File: src/design/nice_pkg.sv
/*
  Shared definitions for the NICE co-processor core
  - Data and address widths, row-buffer index and depth
  - Custom-3 opcode and the func3/func7 pairs of lbuf, sbuf, rowsum
  - ICB word step and size code
  - Decoded instruction and controller state enums
  - CPU request, ICB command and ICB response structs
*/
`default_nettype none

package nice_pkg;

  //////////////////////////////////////////////////
  // Widths
  //////////////////////////////////////////////////
  localparam int word_w        = 32;
  localparam int row_buf_depth = 4;

  typedef logic [word_w-1:0] word_t;
  typedef logic [word_w-1:0] addr_t;
  // Index into the row buffer
  typedef logic [1:0]        row_idx_t;

  //////////////////////////////////////////////////
  // Instruction encoding
  //////////////////////////////////////////////////
  // Custom-3, R type only
  localparam logic [6:0] opcode_custom3 = 7'b1111011;

  localparam logic [2:0] lbuf_func3   = 3'b010;
  localparam logic [6:0] lbuf_func7   = 7'b0000001;
  localparam logic [2:0] sbuf_func3   = 3'b010;
  localparam logic [6:0] sbuf_func7   = 7'b0000010;
  localparam logic [2:0] rowsum_func3 = 3'b110;
  localparam logic [6:0] rowsum_func7 = 7'b0000110;

  // Byte increment between consecutive words
  localparam addr_t      word_step     = 32'd4;
  // ICB size code of a full 32-bit word
  localparam logic [1:0] icb_size_word = 2'b10;

  //////////////////////////////////////////////////
  // Enums and channel structs
  //////////////////////////////////////////////////
  typedef enum logic [1:0] {op_none, op_lbuf, op_sbuf, op_rowsum} nice_op_e;

  typedef enum logic [1:0] {st_idle, st_lbuf, st_sbuf, st_rowsum} ctrl_state_e;

  // CPU request payload
  typedef struct packed {
    word_t inst;
    addr_t rs1;
  } nice_req_t;

  // ICB command payload
  typedef struct packed {
    addr_t      addr;
    logic       read;
    word_t      wdata;
    logic [1:0] size;
  } icb_cmd_t;

  // ICB response payload
  typedef struct packed {
    word_t rdata;
    logic  err;
  } icb_rsp_t;

endpackage

`default_nettype wire

File: src/design/nice_ctrl.sv
/*
  NICE controller
  - Custom-3 decoder for lbuf, sbuf and rowsum
  - Controller FSM
  - ICB command and response counters
  - CPU and ICB handshakes, datapath strobes and indices
*/
`default_nettype none

module nice_ctrl #(
  parameter int row_words = 3
) (
  input  wire                  nice_clk,
  input  wire                  nice_rst_n,
  input  wire                  nice_req_valid,
  input  nice_pkg::nice_req_t  nice_req,
  input  wire                  nice_rsp_ready,
  input  wire                  nice_icb_cmd_ready,
  input  wire                  nice_icb_rsp_valid,
  input  wire                  icb_err,
  input  wire                  rsum_ready,
  output logic                 nice_req_ready,
  output logic                 nice_rsp_valid,
  output logic                 nice_rsp_err,
  output logic                 nice_icb_cmd_valid,
  output logic                 icb_read,
  output logic                 addr_start,
  output logic                 addr_step,
  output nice_pkg::row_idx_t   cmd_idx,
  output nice_pkg::row_idx_t   rsp_idx,
  output logic                 lbuf_wr,
  output logic                 rsum_rcv,
  output logic                 rsp_done_rowsum,
  output logic                 rowsum_sel,
  output logic                 nice_active,
  output logic                 nice_mem_holdup
);

  // Counts run 0..row_words, so one bit wider than the index
  typedef logic [2:0] cnt_t;

  localparam cnt_t row_cnt  = cnt_t'(row_words);
  localparam cnt_t last_cnt = cnt_t'(row_words - 1);

  nice_pkg::nice_op_e    op;
  nice_pkg::ctrl_state_e state;
  cnt_t                  cmd_cnt;
  cnt_t                  rsp_cnt;
  logic                  idle;
  logic                  mem_op;
  logic                  req_hs;
  logic                  cmd_hs;
  logic                  rsp_hs;
  logic                  last_rsp;
  logic                  buf_state;
  logic                  row_done;

  //////////////////////////////////////////////////
  // Decode
  //////////////////////////////////////////////////
  always_comb
  begin
    op = nice_pkg::op_none;
    if (nice_req.inst[6:0] == nice_pkg::opcode_custom3)
    begin
      // func3 in [14:12], func7 in [31:25]
      if (nice_req.inst[14:12] == nice_pkg::lbuf_func3 &&
          nice_req.inst[31:25] == nice_pkg::lbuf_func7)
        op = nice_pkg::op_lbuf;
      else if (nice_req.inst[14:12] == nice_pkg::sbuf_func3 &&
               nice_req.inst[31:25] == nice_pkg::sbuf_func7)
        op = nice_pkg::op_sbuf;
      else if (nice_req.inst[14:12] == nice_pkg::rowsum_func3 &&
               nice_req.inst[31:25] == nice_pkg::rowsum_func7)
        op = nice_pkg::op_rowsum;
    end
  end

  assign mem_op    = (op != nice_pkg::op_none);
  assign idle      = (state == nice_pkg::st_idle);
  assign buf_state = (state == nice_pkg::st_lbuf) | (state == nice_pkg::st_sbuf);

  //////////////////////////////////////////////////
  // Handshakes
  //////////////////////////////////////////////////
  // A memory request needs the ICB command port, since its first command goes out at once
  assign nice_req_ready = idle & ((nice_req_valid & ~mem_op) | nice_icb_cmd_ready);
  assign req_hs         = nice_req_valid & nice_req_ready;

  // First command in idle with the request, the rest from the busy states
  assign nice_icb_cmd_valid = (idle & nice_req_valid & mem_op) |
                              (~idle & (cmd_cnt < row_cnt));
  assign cmd_hs             = nice_icb_cmd_valid & nice_icb_cmd_ready;

  // ICB response ready is tied high at the top
  assign rsp_hs   = nice_icb_rsp_valid & ~idle;
  assign last_rsp = rsp_hs & (rsp_cnt == last_cnt);

  // lbuf and sbuf answer with the last ICB response, rowsum once the sum is final
  assign nice_rsp_valid  = (buf_state & last_rsp) |
                           ((state == nice_pkg::st_rowsum) & rsum_ready);
  assign rsp_done_rowsum = (state == nice_pkg::st_rowsum) & rsum_ready & nice_rsp_ready;
  assign nice_rsp_err    = nice_icb_rsp_valid & icb_err;

  assign row_done = (buf_state & last_rsp) | rsp_done_rowsum;

  //////////////////////////////////////////////////
  // FSM
  //////////////////////////////////////////////////
  always_ff @(posedge nice_clk or negedge nice_rst_n)
  begin
    if (!nice_rst_n)
      state <= nice_pkg::st_idle;
    else
    begin
      case (state)
        nice_pkg::st_idle:
        begin
          if (req_hs && op == nice_pkg::op_lbuf)
            state <= nice_pkg::st_lbuf;
          else if (req_hs && op == nice_pkg::op_sbuf)
            state <= nice_pkg::st_sbuf;
          else if (req_hs && op == nice_pkg::op_rowsum)
            state <= nice_pkg::st_rowsum;
        end
        default:
        begin
          if (row_done)
            state <= nice_pkg::st_idle;
        end
      endcase
    end
  end

  // Command and response counters, both cleared at the end of the row
  always_ff @(posedge nice_clk or negedge nice_rst_n)
  begin
    if (!nice_rst_n)
    begin
      cmd_cnt <= '0;
      rsp_cnt <= '0;
    end
    else if (row_done)
    begin
      cmd_cnt <= '0;
      rsp_cnt <= '0;
    end
    else
    begin
      if (cmd_hs)
        cmd_cnt <= cmd_cnt + cnt_t'(1);
      if (rsp_hs)
        rsp_cnt <= rsp_cnt + cnt_t'(1);
    end
  end

  //////////////////////////////////////////////////
  // Datapath steering
  //////////////////////////////////////////////////
  // In idle the command kind comes from the decoder, later from the state
  assign icb_read   = idle ? (op != nice_pkg::op_sbuf) : (state != nice_pkg::st_sbuf);
  assign addr_start = idle;
  assign addr_step  = cmd_hs;
  assign cmd_idx    = cmd_cnt[1:0];
  assign rsp_idx    = rsp_cnt[1:0];
  assign lbuf_wr    = (state == nice_pkg::st_lbuf) & rsp_hs;
  assign rsum_rcv   = (state == nice_pkg::st_rowsum) & rsp_hs;
  assign rowsum_sel = (state == nice_pkg::st_rowsum);

  assign nice_active     = idle ? nice_req_valid : 1'b1;
  assign nice_mem_holdup = ~idle;

endmodule

`default_nettype wire

File: src/design/nice_addr_gen.sv
/*
  ICB address generator
  - Passes rs1 through for the first command of a row
  - Accumulator stepping one word per accepted command
*/
`default_nettype none

module nice_addr_gen (
  input  wire              nice_clk,
  input  wire              nice_rst_n,
  input  nice_pkg::addr_t  rs1,
  input  wire              addr_start,
  input  wire              addr_step,
  output nice_pkg::addr_t  cmd_addr
);

  nice_pkg::addr_t addr_acc;
  nice_pkg::addr_t addr_next;

  // Base address only while the request is still in idle
  assign cmd_addr = addr_start ? rs1 : addr_acc;

  // Next word after the one being sent
  assign addr_next = cmd_addr + nice_pkg::word_step;

  //////////////////////////////////////////////////
  // Accumulator
  //////////////////////////////////////////////////
  always_ff @(posedge nice_clk or negedge nice_rst_n)
  begin
    if (!nice_rst_n)
      addr_acc <= '0;
    else if (addr_step)
      addr_acc <= addr_next;
  end

endmodule

`default_nettype wire

File: src/design/nice_row_buf.sv
/*
  Row buffer of row_buf_depth words
  - lbuf write port from the ICB response
  - rowsum read-add-write port
  - Combinational read port for sbuf write data
*/
`default_nettype none

module nice_row_buf (
  input  wire                 nice_clk,
  input  wire                 nice_rst_n,
  input  wire                 lbuf_wr,
  input  nice_pkg::row_idx_t  wr_idx,
  input  nice_pkg::word_t     wr_data,
  input  wire                 add_en,
  input  nice_pkg::row_idx_t  add_idx,
  input  nice_pkg::word_t     add_data,
  input  nice_pkg::row_idx_t  rd_idx,
  output nice_pkg::word_t     rd_data
);

  nice_pkg::word_t row_mem [nice_pkg::row_buf_depth];

  //////////////////////////////////////////////////
  // Write and accumulate
  //////////////////////////////////////////////////
  always_ff @(posedge nice_clk or negedge nice_rst_n)
  begin
    if (!nice_rst_n)
    begin
      for (int i = 0; i < nice_pkg::row_buf_depth; i++)
        row_mem[i] <= '0;
    end
    else
    begin
      for (int i = 0; i < nice_pkg::row_buf_depth; i++)
      begin
        // Load from memory overrides an add to the same entry
        if (lbuf_wr && wr_idx == nice_pkg::row_idx_t'(i))
          row_mem[i] <= wr_data;
        else if (add_en && add_idx == nice_pkg::row_idx_t'(i))
          row_mem[i] <= row_mem[i] + add_data;
      end
    end
  end

  // sbuf reads the entry of the command being sent
  assign rd_data = row_mem[rd_idx];

endmodule

`default_nettype wire

File: src/design/nice_rowsum_acc.sv
/*
  Row-sum pipeline for rowsum
  - Receive register for each response word and its index
  - Running sum of the row
  - Add port to the row buffer and the sum-final flag
*/
`default_nettype none

module nice_rowsum_acc #(
  parameter int row_words = 3
) (
  input  wire                 nice_clk,
  input  wire                 nice_rst_n,
  input  wire                 rsum_rcv,
  input  nice_pkg::row_idx_t  rcv_idx,
  input  nice_pkg::word_t     rdata,
  input  wire                 rsp_done,
  output logic                add_en,
  output nice_pkg::row_idx_t  add_idx,
  output nice_pkg::word_t     add_data,
  output nice_pkg::word_t     row_sum,
  output logic                rsum_ready
);

  localparam nice_pkg::row_idx_t last_idx = nice_pkg::row_idx_t'(row_words - 1);

  logic               rcv_valid;
  nice_pkg::row_idx_t rcv_idx_q;
  nice_pkg::word_t    rcv_data;
  nice_pkg::word_t    acc;

  //////////////////////////////////////////////////
  // Receive stage
  //////////////////////////////////////////////////
  always_ff @(posedge nice_clk or negedge nice_rst_n)
  begin
    if (!nice_rst_n)
    begin
      rcv_valid <= 1'b0;
      rcv_idx_q <= '0;
    end
    else
    begin
      rcv_valid <= rsum_rcv;
      if (rsum_rcv)
        rcv_idx_q <= rcv_idx;
    end
  end

  always_ff @(posedge nice_clk)
  begin
    if (rsum_rcv)
      rcv_data <= rdata;
  end

  //////////////////////////////////////////////////
  // Accumulate stage
  //////////////////////////////////////////////////
  always_ff @(posedge nice_clk or negedge nice_rst_n)
  begin
    if (!nice_rst_n)
    begin
      acc        <= '0;
      rsum_ready <= 1'b0;
    end
    else
    begin
      // Word 0 starts a new row
      if (rcv_valid)
        acc <= (rcv_idx_q == '0) ? rcv_data : acc + rcv_data;
      if (rsp_done)
        rsum_ready <= 1'b0;
      else if (rcv_valid && rcv_idx_q == last_idx)
        rsum_ready <= 1'b1;
    end
  end

  // Same word goes into the matching row-buffer entry
  assign add_en   = rcv_valid;
  assign add_idx  = rcv_idx_q;
  assign add_data = rcv_data;
  assign row_sum  = acc;

endmodule

`default_nettype wire

File: src/design/nice_core.sv
/*
  NICE co-processor top level
  - Controller, address generator, row buffer, row-sum pipeline
  - CPU request and response channels
  - ICB command and response channels
*/
`default_nettype none

module nice_core #(
  parameter int row_words = 3
) (
  input  wire                  nice_clk,
  input  wire                  nice_rst_n,
  input  wire                  nice_req_valid,
  input  nice_pkg::nice_req_t  nice_req,
  input  wire                  nice_rsp_ready,
  input  wire                  nice_icb_cmd_ready,
  input  wire                  nice_icb_rsp_valid,
  input  nice_pkg::icb_rsp_t   nice_icb_rsp,
  output logic                 nice_req_ready,
  output logic                 nice_rsp_valid,
  output nice_pkg::word_t      nice_rsp_rdat,
  output logic                 nice_rsp_err,
  output logic                 nice_icb_cmd_valid,
  output nice_pkg::icb_cmd_t   nice_icb_cmd,
  output logic                 nice_icb_rsp_ready,
  output logic                 nice_active,
  output logic                 nice_mem_holdup
);

  logic               icb_read;
  logic               addr_start;
  logic               addr_step;
  logic               lbuf_wr;
  logic               rsum_rcv;
  logic               rsp_done_rowsum;
  logic               rowsum_sel;
  logic               rsum_ready;
  logic               add_en;
  nice_pkg::row_idx_t cmd_idx;
  nice_pkg::row_idx_t rsp_idx;
  nice_pkg::row_idx_t add_idx;
  nice_pkg::addr_t    cmd_addr;
  nice_pkg::word_t    sbuf_wdata;
  nice_pkg::word_t    add_data;
  nice_pkg::word_t    row_sum;

  //////////////////////////////////////////////////
  // Control
  //////////////////////////////////////////////////
  nice_ctrl #(
    .row_words (row_words)
  ) u_ctrl (
    .nice_clk           (nice_clk),
    .nice_rst_n         (nice_rst_n),
    .nice_req_valid     (nice_req_valid),
    .nice_req           (nice_req),
    .nice_rsp_ready     (nice_rsp_ready),
    .nice_icb_cmd_ready (nice_icb_cmd_ready),
    .nice_icb_rsp_valid (nice_icb_rsp_valid),
    .icb_err            (nice_icb_rsp.err),
    .rsum_ready         (rsum_ready),
    .nice_req_ready     (nice_req_ready),
    .nice_rsp_valid     (nice_rsp_valid),
    .nice_rsp_err       (nice_rsp_err),
    .nice_icb_cmd_valid (nice_icb_cmd_valid),
    .icb_read           (icb_read),
    .addr_start         (addr_start),
    .addr_step          (addr_step),
    .cmd_idx            (cmd_idx),
    .rsp_idx            (rsp_idx),
    .lbuf_wr            (lbuf_wr),
    .rsum_rcv           (rsum_rcv),
    .rsp_done_rowsum    (rsp_done_rowsum),
    .rowsum_sel         (rowsum_sel),
    .nice_active        (nice_active),
    .nice_mem_holdup    (nice_mem_holdup)
  );

  //////////////////////////////////////////////////
  // Datapath
  //////////////////////////////////////////////////
  nice_addr_gen u_addr_gen (
    .nice_clk   (nice_clk),
    .nice_rst_n (nice_rst_n),
    .rs1        (nice_req.rs1),
    .addr_start (addr_start),
    .addr_step  (addr_step),
    .cmd_addr   (cmd_addr)
  );

  nice_row_buf u_row_buf (
    .nice_clk   (nice_clk),
    .nice_rst_n (nice_rst_n),
    .lbuf_wr    (lbuf_wr),
    .wr_idx     (rsp_idx),
    .wr_data    (nice_icb_rsp.rdata),
    .add_en     (add_en),
    .add_idx    (add_idx),
    .add_data   (add_data),
    .rd_idx     (cmd_idx),
    .rd_data    (sbuf_wdata)
  );

  nice_rowsum_acc #(
    .row_words (row_words)
  ) u_rowsum_acc (
    .nice_clk   (nice_clk),
    .nice_rst_n (nice_rst_n),
    .rsum_rcv   (rsum_rcv),
    .rcv_idx    (rsp_idx),
    .rdata      (nice_icb_rsp.rdata),
    .rsp_done   (rsp_done_rowsum),
    .add_en     (add_en),
    .add_idx    (add_idx),
    .add_data   (add_data),
    .row_sum    (row_sum),
    .rsum_ready (rsum_ready)
  );

  // ICB command assembled from control, address and row buffer
  assign nice_icb_cmd.addr  = cmd_addr;
  assign nice_icb_cmd.read  = icb_read;
  assign nice_icb_cmd.wdata = sbuf_wdata;
  assign nice_icb_cmd.size  = nice_pkg::icb_size_word;

  // Responses are never back-pressured
  assign nice_icb_rsp_ready = 1'b1;

  // Only rowsum returns data in rd
  assign nice_rsp_rdat = rowsum_sel ? row_sum : '0;

endmodule

`default_nettype wire

File: config.mk
export PLATFORM = sky130hd
export DESIGN_NAME = nice_core
export DESIGN_NICKNAME = d
export VERILOG_FILES = /design/src/design/nice_pkg.sv /design/src/design/nice_ctrl.sv /design/src/design/nice_addr_gen.sv /design/src/design/nice_row_buf.sv /design/src/design/nice_rowsum_acc.sv /design/src/design/nice_core.sv
export SDC_FILE = /design/constraint.sdc
export NUM_CORES = 1
export LEC_CHECK = 0
export ABC_AREA = 1
export BUFFER_PORTS_ARGS = -buffer_cell sky130_fd_sc_hd__buf_2
export CAP_MARGIN = 20
export CORE_MARGIN = 5
export CORE_UTILIZATION = 35
export DETAILED_ROUTE_END_ITERATION = 12
export PLACE_DENSITY_LB_ADDON = 0.05
export REMOVE_ABC_BUFFERS = 1
export SYNTH_ARGS = -nofsm -noshare
export SYNTH_HDL_FRONTEND = slang
export SYNTH_HIERARCHICAL = 1
export SYNTH_SLANG_ARGS = --single-unit
File: constraint.sdc
create_clock -name nice_clk -period 2.7 [get_ports nice_clk]
set_input_delay 0.81 -clock nice_clk [delete_from_list [all_inputs] [get_ports nice_clk]]
set_output_delay 0.81 -clock nice_clk [all_outputs]
set_load 0.05 [all_outputs]
== After elaboration in Yosys (flattened, before gate mapping) ==
Index checks and enable logic that the tools add are counted.
Word-level totals
  input bits: 103
  output and inout bits: 106
  logic and storage cells: 126
  register bits: 236
Operators by class
  magnitude comparators: 2
  mux-type cells: 31
  equal/unequal tests: 22
  $add $sub $neg: 8
  reduce and logical (&&, ||, !) cells: 27
  bitwise operators: 23
Operators with widths (count)
  two-way mux 32 bit: 13
  adder 32 bit: 5
  binary-select mux 32 bit (select 2 bit): 1
  adder 32 x 3 -> 32 bit, second input constant: 1
  two-way mux 2 bit: 9
  nonzero test 2 bit: 9
  == test 2 bit, second input constant: 8
  bitwise AND 1 bit: 15
  logical AND 1 bit: 14
  two-way mux 3 bit: 4
  == test 2 x 1 -> 1 bit, second input constant: 4
  == test 7 x 1 -> 1 bit, second input constant: 1
  == test 7 x 2 -> 1 bit, second input constant: 1
  == test 7 x 3 -> 1 bit, second input constant: 1
  == test 7 bit, second input constant: 1
  adder 3 x 1 -> 3 bit, second input constant: 2
  == test 3 x 2 -> 1 bit, second input constant: 2
  logical NOT 2 bit: 3
  bitwise OR 1 bit: 5
  two-way mux 1 bit: 4
  inequality test 2 bit, second input constant: 2
  inequality test 4 bit, second input constant: 1
  == test 3 bit, second input constant: 1
  greater-or-equal comparator 3 bit, second input constant: 1
  4 further kinds: 5

== Longest topological paths before layout ==
Gate-level depths: netlist of the first run.
  depth after elaboration: 17
  mapped depth: 17
  gate-level depth less buffers: 15

== By module ==
The synthesis of the first run kept the hierarchy.
Modules (own cells, without submodules)
  nice_row_buf: area an instance 15891.5 um^2, cells an instance 2850, seq. area each 3203.1 um^2, instances 1
  nice_rowsum_acc: area an instance 5032.3 um^2, cells an instance 744, seq. area each 1861.8 um^2, instances 1
  nice_addr_gen: area an instance 2656.3 um^2, cells an instance 409, seq. area each 800.8 um^2, instances 1
  nice_ctrl: area an instance 899.6 um^2, cells an instance 130, seq. area each 200.2 um^2, instances 1
  nice_core: area an instance 311.5 um^2, cells an instance 73, seq. area each 0.0 um^2, instances 1

== Worst setup path after synthesis of the first run ==
Ideal clock, no wire load.
  kind: reg-to-reg
  start: register u_ctrl.state[0]
  end: register u_rowsum_acc.rcv_idx_q[1], in the netlist u_rowsum_acc/add_idx[1]
  data arrival time: 3.089 ns
  clock period less this slack: 3.214 ns
  library setup time: 0.125 ns
  path buffers: 0
  data required time: 2.575 ns
  path slack: -0.514 ns
  cell stages (with the launch flop): 7
  cell sequence: dfrtp_1 -> inv_1 -> ha_1 -> inv_2 -> nand2_2 -> nor2_1 -> mux2_2
Between the ends
  longest elaborated chain between the ends: 4
  elaborated cells on any way between the ends: 5
  those cells by class: 1 x eq/ne; 3 x bitwise; 1 x reduce/logical
RTL lines
  from (decl): line nice_ctrl.sv:46  | nice_pkg::ctrl_state_e state;
  from (signal assigned): line nice_ctrl.sv:113  | state <= nice_pkg::st_idle;
  from (signal assigned): line nice_ctrl.sv:120  | state <= nice_pkg::st_lbuf;
  from (signal assigned): line nice_ctrl.sv:122  | state <= nice_pkg::st_sbuf;
  logical NOT 2 bit: line nice_ctrl.sv:80  | assign idle = (state == nice_pkg::st_idle);
  net addr_start: line nice_core.sv:32  | logic addr_start;
  inverter 1 bit
  net nice_mem_holdup: line nice_core.sv:28  | output logic nice_mem_holdup
  bitwise AND 1 bit: line nice_ctrl.sv:96  | assign rsp_hs = nice_icb_rsp_valid & ~idle;
  bitwise AND 1 bit: line nice_ctrl.sv:167  | assign rsum_rcv = (state == nice_pkg::st_rowsum) & rsp_hs;
  net rsum_rcv: line nice_core.sv:35  | logic rsum_rcv;
  to (signal assigned): line nice_rowsum_acc.sv:46  | rcv_idx_q <= rcv_idx;
  to (decl): line nice_rowsum_acc.sv:28  | nice_pkg::row_idx_t rcv_idx_q;
The timed path passes the listed nets, and every way through them passes these cells.
A chain may end at the register's enable or synchronous reset.

==> flow_metrics.tcl, run 1 <==
set metrics [dict create \
    final_cell_mix "1600 x nand2_1, 697 x inv_1, 349 x nor2_1" \
    dp.cells 5329 \
    final_area_sq_um 31300 \
    routed_wl_microns 100200 \
    synth_edf_count 32 \
    finalPower_mw 9.652 \
    reg2reg_depth 17 \
    cp.arrival_ps 2000 \
    finalSetupTns_ps -3403 \
    grt_usage_pct 24.77 \
    final_util_pct 44.62 \
    syn2layout_area_growth_pct 26.26 \
    cap_violations 0 \
    grt_pass1_wl_microns 148000 \
    nNetsFinal 4789 \
    place_area_sq_um 27350 \
    yosysUniqueCellTypes 50 \
    ys_seq_area_share_pct 24.47 \
    cts.sinks 236 \
    critPathKind "flop to output pin" \
    period_share_pct 104.1 \
    syn_inst 4206 \
    gp_congestion 0.9413 \
    cts-htree-levels 2 \
    synth-seq-cells 236 \
    drtIter0Drc 1573 \
    pin_count 209 \
    synthArstFlopShare_pct 86.44 \
    end_kind "output pin" \
    vdd_drop_max_uv 349.1 \
    power.share.clock_pct 51.0 \
    avgViaCountPerCell 4.875 \
    hold_path_class "input port to asynchronous set/reset pin" \
    setup_viol 72 \
    clk_latency_ps 560 \
    p_sw_mw 2.664 \
    leakage_nw 17.81 \
    row_count 97 \
    violations "negative setup slack" \
    syn_area_sq_um 24790 \
    yosysWarnings 6 \
    grt_overflow_total 0 \
    clock_skew_ps 16.50 \
    rsz0062_at_grt "true" \
    tritoncts "done" \
    final_common_cell "nand2_1" \
    slew_viol_final 0 \
    dieArea_sq_um 76260 \
    slowest_delay_ps 480 \
    clock.fmax_ghz 0.3558 \
    core_area_sq_um 70150 \
    clk_pin_slew_ps 60 \
    cp_slowest_cell "dfrtp_2" \
    seq_power_share_pct 37.9 \
    drc 0 \
    dp_hpwl_microns 77940 \
    portBuffers 190 \
    post-route-min-period_ps 2811 \
    grt_max_degree 53 \
    grt_pass1_vias 25780 \
    fillerInstances 7645 \
    combPwrFrac_pct 11.1 \
    hold_viol_final 0 \
    wire_per_inst_microns 18.26 \
    powerDensity_nw_per_um2 308.3 \
    clockBufferDepth 3 \
    required_ps 1890 \
    intPower_mw 6.988 \
    dr.pass1.iters 5 \
    drive_gt1_share_pct 15.46 \
    die_y_microns 276.1 \
    avgSynthCellArea_sq_um 5.894 \
    cpMostUsedCell "buf_12" \
    status "complete, but fails checks" \
    start_util_pct 35.34 \
    antenna_left 0 \
    slew_headroom_pct 29.50 \
    fp.dieW_microns 276.1 \
    startpoint_type "flop" \
    antenna_cells 0 \
    clockRootBuffer "clkbuf_16" \
    fin_cells 5487 \
    fin_ws_ps -110.6 \
    ys.flop_type "dfrtp_1" \
    vias 26750 \
    antenna_found_initial 1 \
    tightest_slew_ps 1056 \
    power_switching_share_pct 27.60 \
    cp_max_fo 7 \
    worstPathCellList "inv_6 > buf_12 > buf_8 > nor2_1 > o22ai_1 > buf_4 > buf_12" \
    numCtsBuffers 36 \
]
-- power by group through the flow --
stage	sequential, mW	combinational [mW]	clock [mW]
global route	3.66	1.13	5.20
global placement	3.71	0.810	0
CTS	3.65	0.989	5.08
floorplan	3.72	0.405	0
finish	3.66	1.07	4.92
detailed placement	3.71	0.811	0
-- Yosys cell counts (12+ instances only) --
master | instances | area, sq um
nor2_1 | 375 | 1408
clkbuf_1 | 46 | 172.7
nand2_1 | 1654 | 6208
xor2_1 | 12 | 105.1
nor2_2 | 17 | 106.4
nor2_4 | 14 | 157.7
ha_1 | 162 | 2027
inv_2 | 19 | 71.32
buf_2 | 21 | 105.1
buf_4 | 12 | 90.09
o221ai_1 | 29 | 254.0
nand4_1 | 17 | 106.4
o22ai_1 | 31 | 193.9
xnor2_1 | 42 | 367.9
o21bai_1 | 36 | 270.3
dfrtp_1 | 204 | 5105
o21ai_1 | 13 | 65.06
edfxtp_1 | 32 | 960.9
o21ai_0 | 166 | 830.8
nor3_1 | 18 | 90.09
inv_1 | 724 | 2718
a21oi_1 | 121 | 605.6
nand3_1 | 292 | 1461
nand2_2 | 54 | 337.8
-- critical path: cells and delay by family, from the launching register on --
family          cells  cell delay (ps)
compound gates      1              170
buf+inv             5              740
simple gates        1               40
flops               1              480
-- per-layer routing --
layer  GRT usage (%)  vias to the layer above  part of all wire (%)
li1                -                    13680                     -
met1           30.43                    12230                    42
met2           43.99                      622                    48
met3           2.717                      216                   4.2
met4           10.71                        0                   5.2
met5               0                        -                     0
-- state kept, by name (all words and copies together) (netlist names) --
register	cells
u_ctrl/rsp_cnt	3
u_row_buf/row_mem	128
u_addr_gen/addr_acc	32
u_rowsum_acc/row_sum	32
u_rowsum_acc/add_data	32
u_rowsum_acc/add_idx	2
u_ctrl/cmd_cnt	3
u_rowsum_acc/rsum_ready	1
u_ctrl/state	2
u_rowsum_acc/add_en	1
-- path summary, 6_finish.rpt --
kind,startpoint,to,slack (ps)
setup / recovery,u_ctrl/cmd_cnt[0]$_DFFE_PN0P_,nice_icb_cmd[18],-110
hold / removal,nice_rst_n,u_rowsum_acc/row_sum[1]$_DFFE_PN0P_,160
setup reg to reg,u_ctrl/state[0]$_DFFE_PN0P_,u_addr_gen/addr_acc[24]$_DFFE_PN0P_,180
hold reg to reg,u_addr_gen/addr_acc[21]$_DFFE_PN0P_,u_addr_gen/addr_acc[21]$_DFFE_PN0P_,510
max in group asynchronous,nice_rst_n,u_addr_gen/addr_acc[24]$_DFFE_PN0P_,1840
min in group nice_clk,nice_icb_rsp[30],u_rowsum_acc/add_data[29]$_DFFE_PP_,440
-- cells by family (layout without fill, tap and decap cells) --
logic type      count (synthesis)  in the layout  synth area share, %
compound gates                420            420                9.715
xor+xnor                       54             54                1.908
fa+ha+maj                     167            167                8.580
buf+inv                       838           1178                13.48
flops                         236            236                24.47
mux                             1              1              0.04542
other cells                     2              3              0.03029
simple gates                 2488           2488                41.77
-- area by class of cell --
type / instances / area, sq um / area share [%]
sequential: 236 / 6068 / 19.39
tap: 940 / 1176 / 3.757
multi-input combinational: 3133 / 16240 / 51.87
timing repair buffer: 366 / 3791 / 12.11
inverter: 746 / 2854 / 9.117
clock inverter: 15 / 178.9 / 0.5716
clock buffer: 51 / 998.5 / 3.190
-- metrics by stage --
| step | setup WS [ps] | hold slack (ps) |
|---|---|---|
| CTS | -154.4 | 130.5 |
| floorplan | -1282 | 442.2 |
| global placement | -128.8 | 464.6 |
| finish | -110.6 | 156.7 |
| detailed placement | -125.7 | 464.9 |
| global route | -180.4 | 156.2 |
-- repair_timing --
| action | in CTS | in global routing |
|---|---|---|
| pin swaps | 32 | 60 |
| gates resized for setup | 313 | 235 |
| gates cloned | 11 | 7 |
| setup buffers | 27 | 54 |
| setup endpoints to repair | 97 | 96 |
| hold buffers | 0 | 0 |
Power figures use the tool's default switching activity.
==> inputs of run 2 (changes only) <==
==> constraint.sdc (replaced) <==
create_clock -name nice_clk -period 2.7 [get_ports nice_clk]
set_input_delay 0.135 -clock nice_clk [delete_from_list [all_inputs] [get_ports nice_clk]]
set_output_delay 0.135 -clock nice_clk [all_outputs]
set_load 0.05 [all_outputs]
==> run 2 against run 1 <==
The run now ends clean. Non-clock buffer count shrank 87. Hold slack lost 110 ps. Die area is the same. Via count shrank 3.7%. Total power shrank 4.0%. Sequential power is essentially flat. Maximum frequency grew 11%. Critical endpoint is now nice_icb_cmd[17].
==> flow_metrics.tcl, run 2 (synthesis gave the netlist of run 1 again) <==
set metrics [dict create \
    crit_buf_inv 2 \
    top_register "u_row_buf/row_mem" \
    crit_family "buffers and inverters" \
    numCtsBuffers 35 \
    pre_cts_slack_ps 180.7 \
    cp_max_fo 63 \
    pin_count 209 \
    combPwrFrac_pct 8.6 \
    drtIter0Drc 1447 \
    final_cell_mix "1654 x nand2_1, 723 x inv_1, 373 x nor2_1" \
    seq_power_share_pct 39.4 \
    drive_gt1_share_pct 9.558 \
    p_sw_mw 2.494 \
    hold_path_class "input port to flop" \
    slowest_delay_ps 480 \
    cp.arrival_ps 2390 \
    finalPower_mw 9.265 \
    portBuffers 190 \
    dieArea_sq_um 76260 \
    critPathLaunch "u_ctrl/cmd_cnt[0]$_DFFE_PN0P_" \
    power_switching_share_pct 26.92 \
    start_util_pct 35.34 \
    grt_overflow_total 0 \
    cap_violations 0 \
    antenna_left 0 \
    worstPathCellList "buf_12 > o21ai_0 > o22ai_1 > buf_2" \
    slew_viol_final 0 \
    tritoncts "done" \
    hp-start "nice_req[17]" \
    final_common_cell "nand2_1" \
    nNetsFinal 4701 \
    cp_slowest_cell "dfrtp_2" \
    hold_viol_final 0 \
    dp_hpwl_microns 77130 \
    setup_viol 0 \
    slew_headroom_pct 36.06 \
    clock_skew_ps 22.08 \
    rsz0062_at_grt "true" \
    end_kind "output pin" \
    status "completed" \
    avgViaCountPerCell 4.774 \
    clockRootBuffer "clkbuf_16" \
    leakage_nw 16.61 \
    grt_pass1_wl_microns 142700 \
    clk_latency_ps 560 \
    clock.fmax_ghz 0.3964 \
    startpoint_type "flop" \
    grt_pass1_vias 25020 \
    syn2layout_area_growth_pct 14.86 \
    post-route-min-period_ps 2523 \
    r2r-start "u_rowsum_acc/add_data[2]$_DFFE_PP_" \
    antenna_found_initial 0 \
    vdd_drop_max_uv 462.6 \
    largest_reg_flops 128 \
    vias 25770 \
    dr.pass1.iters 6 \
    gp_congestion 0.9578 \
    drc 0 \
    power.share.clock_pct 52.0 \
    die_y_microns 276.1 \
    multi_input_area_sq_um 15400 \
    required_ps 2570 \
    clk_pin_slew_ps 60 \
    cts-htree-levels 2 \
    intPower_mw 6.771 \
    core_area_sq_um 70150 \
    row_count 97 \
    powerDensity_nw_per_um2 325.4 \
    ff_latch_area_sq_um 6067 \
    fillerInstances 7889 \
    period_share_pct 93.44 \
    clockBufferDepth 3 \
    grt_max_degree 74 \
    cts.sinks 236 \
    wire_per_inst_microns 17.30 \
    routed_wl_microns 93370 \
    tightest_slew_ps 958.0 \
    critPathKind "flop to output pin" \
    fin_ws_ps 177.0 \
    grt_usage_pct 23.64 \
    fp.dieW_microns 276.1 \
]
==> run 2: stage by stage <==
| stage | utilization (%) | TNS (ps) | cell area (sq um) | cells | hold slack [ps] |
|---|---|---|---|---|---|
| floorplan | - | -139010 | 24260 | 4115 | -160.6 |
| global placement | 38.27 | 0 | 26850 | 5289 | 183.6 |
| detailed placement | 38.27 | 0 | 26850 | 5289 | 186.7 |
| CTS | 40.57 | 0 | 28460 | 5396 | 4.056 |
| global route | 40.59 | -2.083 | 28470 | 5397 | 44.76 |
| finish | 40.59 | 0 | 28470 | 5398 | 48.61 |
==> run 2: final timing paths <==
kind	endpoint	slack, ps	cells after the start
max	nice_icb_cmd[17]	180	4
min	u_addr_gen/addr_acc[17]$_DFFE_PN0P_	50	6
max reg2reg	u_row_buf/row_mem[29]$_DFFE_PN0P_	210	12
min reg2reg	u_addr_gen/addr_acc[27]$_DFFE_PN0P_	480	2
max in group asynchronous	u_addr_gen/addr_acc[23]$_DFFE_PN0P_	1820	3
min in group asynchronous	u_row_buf/row_mem[33]$_DFFE_PN0P_	180	2
==> run 2: worst register-to-register path, stage by stage, from the launching register on <==
cell	delay [ps]
edfxtp_1	610
ha_1	500
nand2_1	100
nand3_1	190
nand2_1	80
nand2_1	130
nand2_1	100
nand2_1	220
nand2_1	150
nand2_1	80
nand2_1	40
nand3_1	100
nand2_1	70
==> run 2: what timing repair did <==
| action | 4_1_cts | 5_1_grt |
|---|---|---|
| gates resized for setup | 0 | 4 |
| endpoints found under the setup margin | 0 | 20 |
| endpoints found under the hold margin | 144 | 0 |
| hold buffers | 44 | 0 |
| setup buffers | 0 | 1 |
==> run 2: power by group through the flow <==
stage | Clock (mW) | Sequential (mW) | Combinational [mW]
after floorplan | 0 | 3.72 | 0.405
after global placement | 0 | 3.71 | 0.754
after detailed placement | 0 | 3.71 | 0.757
after CTS | 4.98 | 3.65 | 0.808
after global routing | 5.10 | 3.65 | 0.864
final | 4.82 | 3.65 | 0.800
==> run 2: cell type report <==
cell class | count | area share (%)
multi-input cells | 3133 | 54.08
flip-flops and latches | 236 | 21.31
inverters | 746 | 9.891
repair buffers | 279 | 6.468
well taps | 940 | 4.130
clock buffers | 53 | 3.599
clock inverters | 10 | 0.5141
diodes | 1 | 0.008788
==> run 2: layer usage <==
metal	wire, microns	track usage (%)	share of wire (%)
met5	0	0	0
met4	2995	7.427	3.2
met3	3735	2.371	4.0
met2	45470	42.11	49
met1	41160	30.21	44
